`src/common/gbt_link_defines.svh`:
```
`ifndef GBT_LINK_DEFINES_SVH
`define GBT_LINK_DEFINES_SVH

// ------------------------------
// e-link frame format
// ------------------------------

// start code, first word of every request and reply frame
`define GBT_FRAME_START 6'h2A

// start, begin, 3 addr, 5 data
`define GBT_FRAME_WORDS 10

// ------------------------------
// register bank
// ------------------------------

`define GBT_REG_COUNT 16 // number of 32 bit registers
`define GBT_REG_IDX_W 4  // low address bits that select a register

`endif
```
`src/common/gbt_link_pkg.sv`:
```
`default_nettype none

package gbt_link_pkg;

  // ------------------------------
  // link words and fields
  // ------------------------------

  // one word per clk40, ttc nibble on top, frame field below
  typedef logic [9:0] elink_word_t;

  typedef logic [5:0] frame_field_t; // lower 6 bits of a link word

  // {l1a, calpulse, resync, bc0}
  typedef logic [3:0] ttc_cmd_t;

  // ------------------------------
  // request / reply payload
  // ------------------------------

  typedef logic [15:0] reg_addr_t; // full request address
  typedef logic [31:0] reg_data_t; // register data

  // upper nibble of every reply word
  typedef logic [3:0] reply_seq_t;

  // ------------------------------
  // decoder fsm
  // ------------------------------

  typedef enum logic {
    st_hunt,  // looking for the start code
    st_frame  // counting through the 9 words after it
  } dec_state_t;

endpackage

`default_nettype wire

```
`src/logic/gbt_link_top.sv`:
```
`timescale 1ns/1ps
`default_nettype none

module gbt_link_top (
  input  wire                       clk40,
  input  wire                       rst_n_i,
  input  wire gbt_link_pkg::elink_word_t gbt_rx_word_i,
  output wire gbt_link_pkg::elink_word_t gbt_tx_word_o,
  output wire                       l1a_o,
  output wire                       calpulse_o,
  output wire                       resync_o,
  output wire                       bc0_o,
  output wire                       frame_err_o
);

  // decoder -> execute
  logic                    req_stb;
  logic                    req_wr;
  gbt_link_pkg::reg_addr_t req_addr;
  gbt_link_pkg::reg_data_t req_data;

  // execute -> framer
  logic                    rsp_stb;
  logic                    rsp_wr;
  logic                    rsp_err;
  gbt_link_pkg::reg_addr_t rsp_addr;
  gbt_link_pkg::reg_data_t rsp_data;

  // ------------------------------
  // decode
  // ------------------------------

  gbt_frame_decoder u_gbt_frame_decoder (
    .clk40       (clk40),
    .rst_n_i     (rst_n_i),
    .rx_word_i   (gbt_rx_word_i),
    .l1a_o       (l1a_o),
    .calpulse_o  (calpulse_o),
    .resync_o    (resync_o),
    .bc0_o       (bc0_o),
    .req_stb_o   (req_stb),
    .req_wr_o    (req_wr),
    .req_addr_o  (req_addr),
    .req_data_o  (req_data),
    .frame_err_o (frame_err_o)
  );

  // ------------------------------
  // execute and reply
  // ------------------------------

  reg_bank_exec u_reg_bank_exec (
    .clk40      (clk40),
    .rst_n_i    (rst_n_i),
    .req_stb_i  (req_stb),
    .req_wr_i   (req_wr),
    .req_addr_i (req_addr),
    .req_data_i (req_data),
    .rsp_stb_o  (rsp_stb),
    .rsp_wr_o   (rsp_wr),
    .rsp_err_o  (rsp_err),
    .rsp_addr_o (rsp_addr),
    .rsp_data_o (rsp_data)
  );

  reply_framer u_reply_framer (
    .clk40      (clk40),
    .rst_n_i    (rst_n_i),
    .rsp_stb_i  (rsp_stb),
    .rsp_wr_i   (rsp_wr),
    .rsp_err_i  (rsp_err),
    .rsp_addr_i (rsp_addr),
    .rsp_data_i (rsp_data),
    .tx_word_o  (gbt_tx_word_o)
  );

endmodule

`default_nettype wire

```
`src/logic/reply_framer.sv`:
```
`timescale 1ns/1ps
`default_nettype none

`include "gbt_link_defines.svh"

module reply_framer (
  input  wire                     clk40,
  input  wire                     rst_n_i,
  input  wire                     rsp_stb_i,
  input  wire                     rsp_wr_i,
  input  wire                     rsp_err_i,
  input  wire gbt_link_pkg::reg_addr_t rsp_addr_i,
  input  wire gbt_link_pkg::reg_data_t rsp_data_i,
  output gbt_link_pkg::elink_word_t    tx_word_o
);

  localparam logic [3:0] LAST_IDX = 4'(`GBT_FRAME_WORDS - 1);

  logic                       busy;     // a reply word is on tx_word_o
  logic [3:0]                 word_idx; // index of the word on tx_word_o
  logic [3:0]                 nxt_idx;
  gbt_link_pkg::reply_seq_t   seq;
  gbt_link_pkg::frame_field_t nxt_field;

  // latched reply
  logic                    wr_q;
  logic                    err_q;
  gbt_link_pkg::reg_addr_t addr_q;
  gbt_link_pkg::reg_data_t data_q;

  always_ff @(posedge clk40) begin
    if (rsp_stb_i) begin
      wr_q   <= rsp_wr_i;
      err_q  <= rsp_err_i;
      addr_q <= rsp_addr_i;
      data_q <= rsp_data_i;
    end
  end

  // a new reply restarts at the start word
  assign nxt_idx = rsp_stb_i ? 4'd0 : word_idx + 4'd1;

  // ------------------------------
  // field select
  // ------------------------------

  always_comb begin
    case (nxt_idx)
      4'd0: nxt_field = `GBT_FRAME_START;
      4'd1: nxt_field = {err_q, wr_q, 4'b0000}; // begin word
      4'd2: nxt_field = addr_q[15:10];
      4'd3: nxt_field = addr_q[9:4];
      4'd4: nxt_field = {addr_q[3:0], data_q[31:30]};
      4'd5: nxt_field = data_q[29:24];
      4'd6: nxt_field = data_q[23:18];
      4'd7: nxt_field = data_q[17:12];
      4'd8: nxt_field = data_q[11:6];
      4'd9: nxt_field = data_q[5:0];
      default: nxt_field = '0;
    endcase
  end

  // ------------------------------
  // word counter and output
  // ------------------------------

  always_ff @(posedge clk40 or negedge rst_n_i) begin
    if (!rst_n_i) begin
      busy      <= 1'b0;
      word_idx  <= '0;
      seq       <= '0;
      tx_word_o <= '0;
    end else if (rsp_stb_i || (busy && word_idx != LAST_IDX)) begin
      busy      <= 1'b1;
      word_idx  <= nxt_idx;
      tx_word_o <= {seq, nxt_field};
      if (nxt_idx == LAST_IDX) begin
        seq <= seq + 4'd1; // last word still carries the old count
      end
    end else begin
      busy      <= 1'b0;
      tx_word_o <= '0; // idle
    end
  end

  // replies must not overlap; earliest restart is while the last word is out
  a_no_overlap: assert property (@(posedge clk40) disable iff (!rst_n_i)
    rsp_stb_i |-> (!busy || word_idx == LAST_IDX))
    else $error("rsp_stb_i arrived while a reply was in progress");

endmodule

`default_nettype wire

```
`src/logic/reg_bank_exec.sv`:
```
`timescale 1ns/1ps
`default_nettype none

`include "gbt_link_defines.svh"

module reg_bank_exec (
  input  wire                     clk40,
  input  wire                     rst_n_i,
  input  wire                     req_stb_i,
  input  wire                     req_wr_i,
  input  wire gbt_link_pkg::reg_addr_t req_addr_i,
  input  wire gbt_link_pkg::reg_data_t req_data_i,
  output logic                    rsp_stb_o,
  output logic                    rsp_wr_o,
  output logic                    rsp_err_o,
  output gbt_link_pkg::reg_addr_t rsp_addr_o,
  output gbt_link_pkg::reg_data_t rsp_data_o
);

  gbt_link_pkg::reg_data_t   regs [`GBT_REG_COUNT];
  logic [`GBT_REG_IDX_W-1:0] idx;
  logic                      addr_ok; // upper address bits all zero

  assign idx     = req_addr_i[`GBT_REG_IDX_W-1:0];
  assign addr_ok = ~|req_addr_i[15:`GBT_REG_IDX_W];

  // ------------------------------
  // register bank
  // ------------------------------

  always_ff @(posedge clk40 or negedge rst_n_i) begin
    if (!rst_n_i) begin
      for (int i = 0; i < `GBT_REG_COUNT; i++) begin
        regs[i] <= '0;
      end
    end else if (req_stb_i && req_wr_i && addr_ok) begin
      regs[idx] <= req_data_i;
    end
  end

  // ------------------------------
  // response
  // ------------------------------

  always_ff @(posedge clk40 or negedge rst_n_i) begin
    if (!rst_n_i) begin
      rsp_stb_o <= 1'b0;
      rsp_wr_o  <= 1'b0;
      rsp_err_o <= 1'b0;
    end else begin
      rsp_stb_o <= req_stb_i; // one cycle behind the request
      if (req_stb_i) begin
        rsp_wr_o  <= req_wr_i;
        rsp_err_o <= ~addr_ok;
      end
    end
  end

  always_ff @(posedge clk40) begin
    if (req_stb_i) begin
      rsp_addr_o <= req_addr_i;
      if (!addr_ok) begin
        rsp_data_o <= '0;          // bad address returns zero
      end else if (req_wr_i) begin
        rsp_data_o <= req_data_i;  // echo written data
      end else begin
        rsp_data_o <= regs[idx];
      end
    end
  end

  // good responses carry what the addressed register now holds
  a_rsp_matches_bank: assert property (@(posedge clk40) disable iff (!rst_n_i)
    (rsp_stb_o && !rsp_err_o) |-> (rsp_data_o == regs[rsp_addr_o[`GBT_REG_IDX_W-1:0]]))
    else $error("rsp_data_o differs from the addressed register");

endmodule

`default_nettype wire

```
`src/gbt_rx/gbt_frame_decoder.sv`:
```
`timescale 1ns/1ps
`default_nettype none

`include "gbt_link_defines.svh"

module gbt_frame_decoder (
  input  wire                      clk40,
  input  wire                      rst_n_i,
  input  wire gbt_link_pkg::elink_word_t rx_word_i,
  output logic                     l1a_o,
  output logic                     calpulse_o,
  output logic                     resync_o,
  output logic                     bc0_o,
  output logic                     req_stb_o,
  output logic                     req_wr_o,
  output gbt_link_pkg::reg_addr_t  req_addr_o,
  output gbt_link_pkg::reg_data_t  req_data_o,
  output logic                     frame_err_o
);

  // index of the data4 word inside a frame
  localparam logic [3:0] LAST_CNT = 4'(`GBT_FRAME_WORDS - 1);

  gbt_link_pkg::dec_state_t   state;
  logic [3:0]                 word_cnt;   // index of the word being sampled
  gbt_link_pkg::frame_field_t fld;
  gbt_link_pkg::ttc_cmd_t     ttc_q;
  logic                       wr_valid_q; // from the begin word
  logic                       wr_en_q;
  logic                       rsvd_err_q; // reserved bits were nonzero
  gbt_link_pkg::reg_addr_t    addr_q;
  gbt_link_pkg::reg_data_t    data_q;     // data bits shift in msb first

  assign fld = rx_word_i[5:0];

  // ------------------------------
  // ttc, registered in every state
  // ------------------------------

  always_ff @(posedge clk40 or negedge rst_n_i) begin
    if (!rst_n_i) begin
      ttc_q <= '0;
    end else begin
      ttc_q <= rx_word_i[9:6];
    end
  end

  assign l1a_o      = ttc_q[3];
  assign calpulse_o = ttc_q[2];
  assign resync_o   = ttc_q[1];
  assign bc0_o      = ttc_q[0];

  // ------------------------------
  // frame hunt and word count
  // ------------------------------

  always_ff @(posedge clk40 or negedge rst_n_i) begin
    if (!rst_n_i) begin
      state       <= gbt_link_pkg::st_hunt;
      word_cnt    <= '0;
      wr_valid_q  <= 1'b0;
      rsvd_err_q  <= 1'b0;
      req_stb_o   <= 1'b0;
      frame_err_o <= 1'b0;
    end else begin
      req_stb_o   <= 1'b0; // single cycle strobes
      frame_err_o <= 1'b0;
      case (state)
        gbt_link_pkg::st_hunt: begin
          if (fld == `GBT_FRAME_START) begin
            state    <= gbt_link_pkg::st_frame;
            word_cnt <= 4'd1; // next word is the begin word
          end
        end
        gbt_link_pkg::st_frame: begin
          word_cnt <= word_cnt + 4'd1;
          if (word_cnt == 4'd1) begin
            wr_valid_q <= fld[5];
            rsvd_err_q <= |fld[3:0];
          end
          if (word_cnt == LAST_CNT) begin // data4, frame done
            state       <= gbt_link_pkg::st_hunt;
            req_stb_o   <= wr_valid_q & ~rsvd_err_q;
            frame_err_o <= rsvd_err_q;
          end
        end
        default: state <= gbt_link_pkg::st_hunt;
      endcase
    end
  end

  // ------------------------------
  // field assembly
  // ------------------------------

  always_ff @(posedge clk40) begin
    if (state == gbt_link_pkg::st_frame) begin
      case (word_cnt)
        4'd1: wr_en_q <= fld[4];
        4'd2: addr_q[15:10] <= fld;
        4'd3: addr_q[9:4]   <= fld;
        4'd4: begin
          addr_q[3:0] <= fld[5:2];
          data_q      <= {30'd0, fld[1:0]}; // data bits 31..30
        end
        LAST_CNT: begin // hand the request over, stable with the strobe
          req_wr_o   <= wr_en_q;
          req_addr_o <= addr_q;
          req_data_o <= {data_q[25:0], fld};
        end
        default: data_q <= {data_q[25:0], fld}; // data0..data3
      endcase
    end
  end

  // request or frame error only ten words after a start code
  a_frame_end: assert property (@(posedge clk40) disable iff (!rst_n_i)
    (req_stb_o || frame_err_o) |-> ($past(fld, `GBT_FRAME_WORDS) == `GBT_FRAME_START))
    else $error("strobe without a start code one frame earlier");

  // requests are at least a frame apart
  a_stb_spacing: assert property (@(posedge clk40) disable iff (!rst_n_i)
    req_stb_o |=> !req_stb_o)
    else $error("req_stb_o high in two consecutive cycles");

endmodule

`default_nettype wire

```
`config.mk`:
```
export PLATFORM = sky130hd
export DESIGN_NAME = gbt_link_top
export DESIGN_NICKNAME = d
export VERILOG_FILES = /design/src/common/gbt_link_pkg.sv /design/src/logic/gbt_link_top.sv /design/src/logic/reply_framer.sv /design/src/logic/reg_bank_exec.sv /design/src/gbt_rx/gbt_frame_decoder.sv
export VERILOG_INCLUDE_DIRS = /design/src /design/src/common
export SDC_FILE = /design/constraint.sdc
export NUM_CORES = 1
export LEC_CHECK = 0
export ABC_AREA = 1
export BUFFER_PORTS_ARGS = -buffer_cell sky130_fd_sc_hd__buf_2
export CORE_UTILIZATION = 25
export CTS_CLUSTER_SIZE = 25
export DETAILED_ROUTE_END_ITERATION = 8
export PLACE_DENSITY = 0.48
export SYNTH_ARGS = -nofsm -noshare
export SYNTH_HDL_FRONTEND = slang
export SYNTH_SLANG_ARGS = --single-unit
```
`constraint.sdc`:
```
create_clock -name clk40 -period 6.76 [get_ports clk40]
set_clock_uncertainty 0.05 [all_clocks]
set_input_delay 0.338 -clock clk40 [delete_from_list [all_inputs] [get_ports clk40]]
set_output_delay 0.338 -clock clk40 [all_outputs]
set_load 0.01 [all_outputs]
```
# Word level (Yosys, flattened, before mapping)
# Cells that the tools add are included.
[totals]
out_inout_bits = 15
in_bits = 12
register_bits = 737
[classes]
bitwise_logic = 5
n_mux = 21
n_eq_ne = 17
n_addsub = 3
n_reduce_logical = 17
magnitude_cmp = 2
[ops]
columns = ["cell", "n"]
rows = [
  ["$bwmux 512", 1],
  ["$bmux 32 s4", 1],
  ["$demux 32 s4", 1],
  ["$mux 32", 4],
  ["$pmux 6 s10", 1],
  ["$pmux 26 s2", 1],
  ["$eq 4x3->1 const B", 5],
  ["$eq 4x2->1 const B", 4],
  ["$reduce_and 2->1", 7],
  ["$add 4x1->4 const B", 3],
  ["$eq 4x4->1 const B", 3],
  ["$reduce_or 12->1", 1],
  ["$mux 10", 1],
  ["$eq 4x1->1 const B", 2],
  ["$mux 4", 2],
  ["$pmux 4 s2", 1],
  ["$reduce_or 4->1", 2],
  ["$mux 1", 7],
  ["$eq 6x6->1 const B", 1],
  ["$ge 5x5->1 const B", 1],
  ["$lt 5x1->1 const B", 1],
  ["$not 4->5", 1],
  ["$logic_and 1x1->1", 4],
  ["$logic_not 4->1", 1],
  ["7 further kinds", 9],
]

# Logic depth before layout (Yosys ltp)
# Gate-level depths: netlist (run 1).
[depth]
word_depth = 6
depth_mapped = 13

# Cells and area by module
# A second synthesis (run 1) with hierarchy kept.
[hier_totals]
cells_unflattened = 4286
hier_area_um2 = 33618.5
[modules_own_cells]
columns = ["mod", "area_each_um2", "n_inst", "cells_each"]
rows = [
  ["reg_bank_exec", 27164.8, 1, 3818],
  ["gbt_frame_decoder", 3582.2, 1, 214],
  ["reply_framer", 2871.5, 1, 254],
]

# Worst setup path before layout (run 1)
# Ideal clock, no wire load.
[synth_path]
path_type = "register to register"
start = "register u_reg_bank_exec.rsp_stb_o"
end = "register u_reply_framer.seq[0]"
required_ps = 6583
path_stages_with_launch = 8
arrival_ps = 2506
setup_slack_ps = 4077
path_cell_list = "dfrtp_1 inv_1 nand2_1 nor2_1 buf_2 nor3_2 nand2_1 xor2_1"
[synth_via]
elab_chain_len = 3
word_cells_on_any_way = 4
classes_between = "eq/ne (1); mux (1); reduce/logical (2)"
[synth_rtl]
columns = ["item", "line", "text"]
rows = [
  ["from (decl)", "reg_bank_exec.sv:13", "output logic rsp_stb_o,"],
  ["from (signal assigned)", "reg_bank_exec.sv:51", "rsp_stb_o <= req_stb_i;"],
  ["$mux 4", "reply_framer.sv:41", "assign nxt_idx = rsp_stb_i ? 4'd0 : word_idx + 4'd1;"],
  ["$eq 4x4->1", "reply_framer.sv:77", "if (nxt_idx == LAST_IDX) begin"],
  ["$reduce_and 2->1 (no line) *", "--", ""],
  ["to (signal assigned)", "reply_framer.sv:78", "seq <= seq + 4'd1;"],
  ["to (decl)", "reply_framer.sv:22", "gbt_link_pkg::reply_seq_t seq;"],
]
# Every way passes the cells marked *; elsewhere a longest branch is shown, timed or not.
# A chain may end at the register's enable or synchronous reset.

# Worst setup path in the final report (run 1)
[layout_path]
start = "register u_gbt_frame_decoder.req_addr_o[1]"
end = "register u_reg_bank_exec.regs[158] in the netlist's numbering"
[layout_via]
elab_chain_len = 6
word_cells_on_any_way = 7
classes_between = "order compare (2); mux (3); bitwise (1); reduce/logical (1)"
[layout_rtl]
columns = ["item", "line", "text"]
rows = [
  ["from (decl)", "gbt_frame_decoder.sv:16", "output gbt_link_pkg::reg_addr_t req_addr_o,"],
  ["from (signal assigned)", "gbt_frame_decoder.sv:108", "req_addr_o <= addr_q;"],
  ["$not 4->5 (implied by the code) *", "reg_bank_exec.sv:37", "regs[idx] <= req_data_i;"],
  ["$ge 5x5->1 (implied by the code) / $lt 5x1->1 (equally long branches)", "reg_bank_exec.sv:37", ""],
  ["$logic_and 1x1->1 (implied by the code)", "reg_bank_exec.sv:37", ""],
  ["$mux 32 (implied by the code)", "reg_bank_exec.sv:37", ""],
  ["$demux 32 s4 *", "reg_bank_exec.sv:37", ""],
  ["$bwmux 512 *", "reg_bank_exec.sv:37", ""],
  ["to (signal, indexed assignment)", "reg_bank_exec.sv:37", ""],
  ["to (decl)", "reg_bank_exec.sv:20", "gbt_link_pkg::reg_data_t regs [`GBT_REG_COUNT];"],
]
# Marked as above.

==> results of run 1 <==
[per-stage QoR]
step,power [mW],utilization
floorplan,5.473,-
global placement,5.909,0.2661
detailed placement,5.910,0.2661
CTS,10.55,0.2898
global route,10.83,0.2898
finish,10.43,0.2898
[metal layers]
metal / vias to the layer above / share of wire / GRT usage
met4: 0 / 0.028 / 0.05013
met5: - / 0 / 0
met2: 508 / 0.46 / 0.2362
li1: 10272 / - / -
met3: 121 / 0.047 / 0.02302
met1: 10775 / 0.47 / 0.2065
[where the power goes]
part | switching (mW) | leakage, nW | total, mW | internal (mW)
Clock | 1.87 | 1.33 | 4.60 | 2.73
Sequential | 0.132 | 9.38 | 4.91 | 4.78
Combinational | 0.736 | 4.18 | 0.910 | 0.174
Total | 2.74 | 14.9 | 10.4 | 7.69
[critical path: stages (launching register included)]
cell and delay [ps]:
edfxtp_1 490, nand2_1 320, inv_4 710, nand2_2 560
buf_4 430, nor2_4 810, o21ai_0 170
[registers in the layout, summed over array words and instances (netlist names), 10 cells and up]
register,flops
u_gbt_frame_decoder.req_data_o,32
u_reg_bank_exec.regs,512
u_reply_framer.tx_word_o,10
u_reg_bank_exec.rsp_addr_o,16
u_gbt_frame_decoder.data_q,26
u_gbt_frame_decoder.req_addr_o,16
u_reply_framer.data_q,32
u_reply_framer.addr_q,16
u_gbt_frame_decoder.addr_q,16
u_reg_bank_exec.rsp_data_o,32
[cells in the mapped netlist (all sizes together) (33+ instances only)]
master,n
a22oi,244
a21oi,36
nor3,33
inv,144
buf,71
dfrtp,547
nand2,845
nor2,115
o21ai,568
edfxtp,190
nand3,60
clkbuf,151
[worst max-delay path by stage]
stage | start | endpoint | slack [ps] | depth (start not counted)
floorplan | u_reg_bank_exec.rsp_stb_o | u_reply_framer.seq[0] | 4080 | 7
global placement | u_gbt_frame_decoder.req_addr_o[0] | u_reg_bank_exec.regs[143] | 3040 | 6
detailed placement | u_gbt_frame_decoder.req_addr_o[0] | u_reg_bank_exec.regs[143] | 3010 | 6
CTS | u_gbt_frame_decoder.req_addr_o[0] | u_reg_bank_exec.regs[143] | 3020 | 6
global route | u_gbt_frame_decoder.req_addr_o[1] | u_reg_bank_exec.regs[142] | 2720 | 7
finish | u_gbt_frame_decoder.req_addr_o[1] | u_reg_bank_exec.regs[158] | 3020 | 6
[logic make-up (layout without fill, tap and decap cells)]
family / count (synthesis) / in the layout / share of synthesized area
and+or+nand+nor: 1084 / 1084 / 0.1444
AOI/OAI and AO/OA: 856 / 856 / 0.1626
DFF: 737 / 737 / 0.6408
buffers and inverters: 368 / 370 / 0.04816
adders and majority gates: 7 / 7 / 0.002894
xor gates and xnor gates: 4 / 4 / 0.001158
other: 0 / 1 / 0
[what timing repair did]
item / 4_1_cts / 5_1_grt
endpoints found under the setup margin: 0 / 0
hold buffers: 11 / 0
resized for setup: 0 / 0
hold endpoints to repair: 111 / 0
[cell type report]
class / instances / area, um2
antenna: 1 / 2.502
clock buffer: 122 / 2365
clock inverter: 25 / 366.6
fill: 12504 / 85210
inverter: 146 / 550.5
multi-input combinational: 1951 / 9468
sequential: 737 / 19400
tap: 1612 / 2017
timing repair buffer: 77 / 600.6
==> flow_summary.yaml, run 1 <==
pwr:
  p_per_area_mw_per_mm2: 299.9
  leakage_nw: 14.89
  vdd_drop_max_mv: 0.1634
floorplanning:
  coreArea_mm2: 0.1200
  dieArea_mm2: 0.1225
  fp-row-count: 127
  initial_core_util: 0.2523
  die_w_um: 349.9
  io_pins: 27
  die_y_um: 349.9
yosys:
  yosysUniqueCellTypes: 31
  synth-seq-cells: 737
  yosysSeqAreaShare: 0.6408
  yosysWarnings: 0
  avgSynthCellArea_um2: 9.904
  synth_edf_count: 190
  ys_async_sr_fraction: 0.7422
  synthTopCellsByArea: "dfrtp_1 (45%), edfxtp_1 (19%), nand2_1 (10%)"
  synth_ff_type: "dfrtp_1"
  synth_top_area_frac: 0.4523
  synth_top_cell_by_area: "dfrtp_1"
  syn_area_mm2: 0.03027
  synth_nets: 3075
  syn_inst: 3056
route:
  drt_iter0_markers: 1866
  drc: 0
  avgViaCountPerCell: 4.641
  antenna_left: 0
  avgRoutedWirePerCell_um: 19.48
  drt_pass1_iterations: 6
  drt_wl_total_um: 90990
  vias: 21676
clocking:
  cts_tree: "yes"
  htreeDepth: 3
  postCtsSetupBuffers: 0
  path_clk_slew_ps: 70
  cts_made_buffers: 83
  cts.sinks: 737
  root_buffer: "clkbuf_16"
  clock_latency_ps: 650
  clockBufferDepth: 3
timing:
  period_share: 0.5532
  fmax_mhz: 267.4
  slew_violations: 0
  fin_setup_tns_ps: 0
  tightestPinTransition_ps: 1283
  timing.hold.ws_ps: 224.5
  min_period_ps: 3740
  setup_ws_ps: 3020
  slew-limit-headroom: 0.1450
  setup_viol: 0
  final_hold_viol_count: 0
  rsz0062_at_grt: "false"
global_routing:
  grt_pass1_vias: 21577
  grt_pass1_wl_um: 139800
  grt_overflow: 0
  grt_start_max_net_pins: 152
  grt_usage: 0.1490
  antenna_found_initial: 0
final_layout:
  final_common_cell: "nand2_1"
  layout_common_cells: "nand2_1 (829), o21ai_0 (552), dfrtp_1 (545), a22oi_1 (244), edfxtp_1 (190)"
  stdcell_count: 4671
  layout.nets: 3015
  layout-drive-gt1-share: 0.07129
  final_cell_area_mm2: 0.03477
  syn_to_final_growth_pct: 14.87
placed_design:
  dp_hpwl_um: 52180
  preCtsSetupSlack_ps: 3005
  gp_congestion: 0.7979
  dpl_cell_area_mm2: 0.03192
  dp_cells: 4512
  port_buffers: 26
critical_path:
  cp-start-kind: "register"
  r2r_slack_ps: 3020
  cp_data_arrival_time_ps: 4180
  required_ps: 7200
  worstSetupPathType: "register to register"
  reg2reg_depth: 6
  cp_max_fo: 51
  worstSetupEndpointType: "register"
  worstReg2RegEnd: "u_reg_bank_exec.regs[158]"
  reg2reg_from: "u_gbt_frame_decoder.req_addr_o[1]"
flow_run:
  cap_violations: 0
run_status:
  status: "complete, no violations"
min_path:
  holdCritPathClass: "primary input to asynchronous set/reset pin"
Power figures use the tool's default switching activity.
==> inputs of run 2 (changes only) <==
==> constraint.sdc (replaced) <==
create_clock -name clk40 -period 3.9 [get_ports clk40]
set_clock_uncertainty 0.05 [all_clocks]
set_input_delay 0.195 -clock clk40 [delete_from_list [all_inputs] [get_ports clk40]]
set_output_delay 0.195 -clock clk40 [all_outputs]
set_load 0.01 [all_outputs]
==> run 2 against run 1 <==
Net effect:
- design area up 1.3%
- first-iteration DRC count up 3.4%
- hold slack worse by 150 ps
- combinational power up 79%
- cell count up 0.69%
- clock power up 79%
- clock-buffer cell count up 3
- non-clock buffer count up 24
- critical path type unchanged
==> flow_summary.yaml, run 2 (synthesized netlist as in run 1, its figures left out) <==
run_status:
  status: "complete, no violations"
timing:
  fin_setup_tns_ps: 0
  min_period_ps: 2961
  fmax_mhz: 337.7
  timing.hold.ws_ps: 71.80
  final_hold_viol_count: 0
  slew-limit-headroom: 0.3127
  slew_violations: 0
  tightestPinTransition_ps: 1030
  setup_viol: 0
  period_share: 0.7593
  rsz0062_at_grt: "false"
floorplanning:
  coreArea_mm2: 0.1200
  io_pins: 27
  dieArea_mm2: 0.1225
  fp-row-count: 127
  die_y_um: 349.9
  die_w_um: 349.9
  initial_core_util: 0.2523
final_layout:
  layout_common_cells: "nand2_1 (829), o21ai_0 (552), dfrtp_1 (545), a22oi_1 (244), edfxtp_1 (190)"
  fillers: 12480
  syn_to_final_growth_pct: 16.40
  largest-register: "u_reg_bank_exec.regs"
  largest_reg_flops: 512
  antennaDiodeCount: 0
  layout-drive-gt1-share: 0.08023
  final_common_cell: "nand2_1"
  layout.nets: 3042
clocking:
  root_buffer: "clkbuf_16"
  path_clk_slew_ps: 60
  clock_latency_ps: 660
  cts_tree: "yes"
  cts_made_buffers: 86
  htreeDepth: 3
  postCtsSetupBuffers: 0
  clockBufferDepth: 3
  cts.sinks: 737
route:
  drt_pass1_iterations: 5
  avgRoutedWirePerCell_um: 19.80
  drt_iter0_markers: 1929
  drt_wl_total_um: 93120
  vias: 22018
  antenna_left: 0
  avgViaCountPerCell: 4.682
  drc: 0
global_routing:
  grt_usage: 0.1527
  grt_pass1_vias: 21758
  grt_pass1_wl_um: 142600
  grt_start_max_net_pins: 129
  antenna_found_initial: 0
  grt_overflow: 0
critical_path:
  r2r_slack_ps: 940
  cp-start-kind: "register"
  reg2reg_from: "u_gbt_frame_decoder.req_addr_o[0]"
  required_ps: 4350
  worstReg2RegEnd: "u_reg_bank_exec.regs[205]"
  worstSetupPathType: "register to register"
  reg2reg_depth: 8
  cp_max_fo: 40
  worstSetupEndpointType: "register"
  cp_data_arrival_time_ps: 3410
pwr:
  leakage_nw: 15.13
  power_frac_clock: 0.448
  comb_power_share: 0.089
  vdd_drop_max_mv: 0.3717
  p_per_area_mw_per_mm2: 521.1
  p_int_mw: 13.54
  p_sw_mw: 4.816
  swShare: 0.2623
  seqPwrFrac: 0.463
flow_run:
  cap_violations: 0
min_path:
  holdCritPathClass: "primary input to asynchronous set/reset pin"
placed_design:
  port_buffers: 26
  dp_hpwl_um: 53330
  gp_congestion: 0.7838
## run 2: cell types whose count changed in the layout (fill, tap and decap cells not counted)
| cell | delta |
|---|---|
| diode_2 | -1 |
| clkinvlp_4 | -1 |
| clkinv_4 | +1 |
| clkbuf_8 | -1 |
| buf_12 | +11 |
| clkbuf_16 | +4 |
| buf_4 | +13 |
| clkinv_2 | +2 |
| inv_6 | -2 |
| inv_16 | +2 |
| clkinv_1 | +3 |
| clkinv_8 | +1 |
## run 2: final cells by class
cell class,count,area (um2),share of cell area
Sequential cell,737,19400,0.5506
Multi-Input combinational cell,1951,9468,0.2688
Clock buffer,125,2451,0.06958
Tap cell,1612,2017,0.05725
Timing Repair Buffer,101,918.4,0.02607
Inverter,146,550.5,0.01563
Clock inverter,31,427.9,0.01215
## run 2: power groups by stage
| stage | combinational, mW | sequential (mW) | clock [mW] |
|---|---|---|---|
| after floorplan | 0.921 | 8.57 | 0 |
| after global placement | 1.64 | 8.64 | 0 |
| after detailed placement | 1.64 | 8.64 | 0 |
| after CTS | 1.65 | 8.50 | 8.44 |
| after global routing | 1.82 | 8.53 | 8.74 |
| final | 1.63 | 8.51 | 8.22 |
## run 2: metrics by stage
step           cell area, um2    util  setup WS [ps]  total power, mW  instances
5_1_grt                 35230  0.2936          813.1            19.09       4703
3_5_place_dp            32240  0.2687           1005            10.28       4536
6_report                35230  0.2936          938.9            18.36       4703
3_3_place_gp            32240  0.2687           1050            10.28       4536
4_1_cts                 35230  0.2936          967.8            18.60       4703
2_1_floorplan           30270       -           1217            9.486       3056
## run 2: how the worst max path moves through the flow
stage	from	to	slack (ps)	depth (start not counted)
2_1_floorplan	u_reg_bank_exec.rsp_stb_o	u_reply_framer.seq[0]	1220	7
3_3_place_gp	u_gbt_frame_decoder.req_addr_o[0]	u_reg_bank_exec.regs[203]	1050	8
3_5_place_dp	u_gbt_frame_decoder.req_addr_o[0]	u_reg_bank_exec.regs[205]	1010	8
4_1_cts	u_gbt_frame_decoder.req_addr_o[0]	u_reg_bank_exec.regs[213]	970	8
5_1_grt	u_gbt_frame_decoder.req_addr_o[0]	u_reg_bank_exec.regs[201]	810	8
6_report	u_gbt_frame_decoder.req_addr_o[0]	u_reg_bank_exec.regs[205]	940	8
## run 2: metal layers
metal  track usage  share of wire
met3       0.02296          0.049
met5             0              0
met1        0.2136           0.47
met4       0.04377          0.022
met2        0.2434           0.46
## run 2: repair_timing
action | CTS | global route
hold buffers | 11 | 0
endpoints found under the hold margin | 105 | 0
resized for setup | 0 | 0
## run 2: worst max-delay path, cell delays in order, from the launching register on
cell      delay (ps)
edfxtp_1         490
inv_1            120
nor2_4           570
inv_1            170
nor2_4           260
nand2_2          410
buf_4            490
nand2_1          140
o21ai_0           80
==> inputs of run 3 (changes only) <==
==> constraint.sdc (replaced) <==
create_clock -name clk40 -period 2.95 [get_ports clk40]
set_clock_uncertainty 0.05 [all_clocks]
set_input_delay 0.1475 -clock clk40 [delete_from_list [all_inputs] [get_ports clk40]]
set_output_delay 0.1475 -clock clk40 [all_outputs]
set_load 0.01 [all_outputs]
==> run 3 against run 2 <==
Net effect:
- wire length up 0.32%
- hold slack improved by 27 ps
- register-to-register slack worse by 620 ps
- setup slack worse by 620 ps
- clock-buffer cell count down 1
- core utilization increased by 0.20 points
- sequential power up 32%
- largest power group unchanged
- cell count increased by 0.62%
- global-route usage about the same
- fmax rose by 13%
- clock power increased by 30%
==> flow_summary.yaml, run 3 (synthesized netlist as in run 1, its figures left out) <==
placed_design:
  gp_congestion: 0.7972
  port_buffers: 26
  dp_hpwl_um: 54990
global_routing:
  grt_use_met2: 0.2455
  met1_usage: 0.2098
  top_usage_layer: "met2"
  grt_start_max_net_pins: 88
  grt_usage: 0.1527
  grt_pass1_wl_um: 142300
  grt_pass1_vias: 21652
  antenna_found_initial: 1
  grt_use_met3: 0.02349
  grt_overflow: 0
final_layout:
  syn_to_final_growth_pct: 17.19
  fillers: 12483
  final_common_cell: "nand2_1"
  layout_common_cells: "nand2_1 (829), o21ai_0 (552), dfrtp_1 (545), a22oi_1 (244), edfxtp_1 (190)"
  multi_input_area_mm2: 0.009468
  largest_reg_flops: 512
  layout-drive-gt1-share: 0.09231
  largest-register: "u_reg_bank_exec.regs"
  antennaDiodeCount: 0
  layout.nets: 3069
  regArea_mm2: 0.01940
clocking:
  postCtsSetupBuffers: 0
  ctsResizeCount: 0
  cts.sinks: 737
  clock_latency_ps: 650
  path_clk_slew_ps: 60
  cts_made_buffers: 83
  root_buffer: "clkbuf_16"
  cts_tree: "yes"
  htreeDepth: 3
  cts_hold_buf: 13
  clockBufferDepth: 3
floorplanning:
  initial_core_util: 0.2523
  dieArea_mm2: 0.1225
  fp-row-count: 127
  coreArea_mm2: 0.1200
  die_y_um: 349.9
  io_pins: 27
  die_w_um: 349.9
route:
  vias: 22076
  avgRoutedWirePerCell_um: 19.74
  antenna_left: 0
  drt_pass1_iterations: 5
  drc: 0
  drt_wl_total_um: 93420
  avgViaCountPerCell: 4.665
  drt_iter0_markers: 2048
min_path:
  min-delay-start: "gbt_rx_word_i[8]"
  min_path_cells: 2
  holdPathEnd: "u_gbt_frame_decoder.ttc_q[2]"
  holdCritPathClass: "primary input to register"
timing:
  fmax_mhz: 380.0
  final_hold_viol_count: 0
  tightestPinTransition_ps: 891.3
  timing.hold.ws_ps: 98.64
  min_period_ps: 2632
  slew_violations: 0
  rsz0062_at_grt: "false"
  slew-limit-headroom: 0.4036
  setup_viol: 0
  fin_setup_tns_ps: 0
  period_share: 0.8922
pwr:
  power_frac_clock: 0.443
  leakage_nw: 15.30
  comb_power_share: 0.092
  vdd_drop_max_mv: 0.3393
  p_per_area_mw_per_mm2: 682.3
  swShare: 0.2629
  p_sw_mw: 6.362
  seqPwrFrac: 0.465
  p_int_mw: 17.84
critical_path:
  required_ps: 3380
  reg2reg_from: "u_gbt_frame_decoder.req_addr_o[1]"
  cp-start-kind: "register"
  critPathTopFamily: "buffers and inverters"
  worstSetupEndpointType: "register"
  worstPathCellList: "nand2_1 > inv_4 > buf_4 > a22oi_1 > nand2_1 > nand2_1 > nand3_1 > nor3_1 > nor2_1"
  cp_max_fo: 39
  cpMostUsedCell: "nand2_1"
  worstReg2RegEnd: "u_reg_bank_exec.rsp_data_o[13]"
  cp_data_arrival_time_ps: 3070
  r2r_slack_ps: 320
  cp_num_cells: 9
  crit_path_max_incr_delay_ps: 540
  reg2reg_depth: 9
  worstSetupPathType: "register to register"
  crit_path_top_delay_cell: "buf_4"
  path_buf_inv: 2
flow_run:
  cap_violations: 0
run_status:
  status: "complete, no violations"
run 3: cell types whose count changed in the layout (fill, tap and decap cells not counted), moves of 3 or more:
cell | previous run | this run
buf_12 | 15 | 18
clkbuf_8 | 11 | 19
clkinv_2 | 7 | 15
buf_4 | 49 | 74
clkinv_1 | 9 | 3
clkbuf_1 | 26 | 19
inv_16 | 3 | 0
run 3: per-stage QoR:
stage	total power [mW]	std cells	area [um2]	setup WS, ps	utilization
floorplan	12.54	3056	30270	267.4	-
global placement	13.69	4564	32490	392.7	0.2708
detailed placement	13.67	4564	32490	397.7	0.2708
CTS	24.54	4732	35470	373.5	0.2957
global route	25.19	4732	35470	220.8	0.2957
finish	24.20	4732	35470	318.1	0.2957
run 3: worst register-to-register path, delay by kind of cell (launching register included):
| family | cells | cell delay (ps) |
|---|---|---|
| buffers and inverters | 2 | 900 |
| and+or+nand+nor | 6 | 760 |
| DFF | 1 | 510 |
| AOI/OAI and AO/OA | 1 | 270 |
run 3: final cells by class:
| type | count | share of cell area |
|---|---|---|
| inverters | 146 | 0.01552 |
| flip-flops and latches | 737 | 0.5468 |
| repair buffers | 131 | 0.03344 |
| well taps | 1612 | 0.05686 |
| clock inverters | 31 | 0.01037 |
| clock buffers | 124 | 0.07006 |
| multi-input cells | 1951 | 0.2669 |
run 3: power groups by stage:
stage	Sequential, mW	Combinational (mW)	Clock (mW)
after CTS	11.2	2.26	11.0
final	11.2	2.22	10.7
after global routing	11.3	2.47	11.4
after floorplan	11.3	1.22	0
after detailed placement	11.4	2.24	0
after global placement	11.4	2.25	0
run 3: per-layer routing:
| metal | up-vias | wire [um] |
|---|---|---|
| met5 | - | 0 |
| met4 | 0 | 2408 |
| met3 | 117 | 4761 |
| met2 | 576 | 43580 |
| met1 | 10979 | 42670 |
| li1 | 10404 | - |
run 3: how the worst max path moves through the flow:
stage          slack (ps)                               from                              to
3_3_place_gp          390         u_reply_framer.word_idx[0]     u_reply_framer.tx_word_o[4]
4_1_cts               370  u_gbt_frame_decoder.req_addr_o[1]  u_reg_bank_exec.rsp_data_o[13]
6_report              320  u_gbt_frame_decoder.req_addr_o[1]  u_reg_bank_exec.rsp_data_o[13]
3_5_place_dp          400  u_gbt_frame_decoder.req_addr_o[0]  u_reg_bank_exec.rsp_data_o[13]
5_1_grt               220         u_reply_framer.word_idx[0]     u_reply_framer.tx_word_o[5]
2_1_floorplan         270          u_reg_bank_exec.rsp_stb_o           u_reply_framer.seq[0]
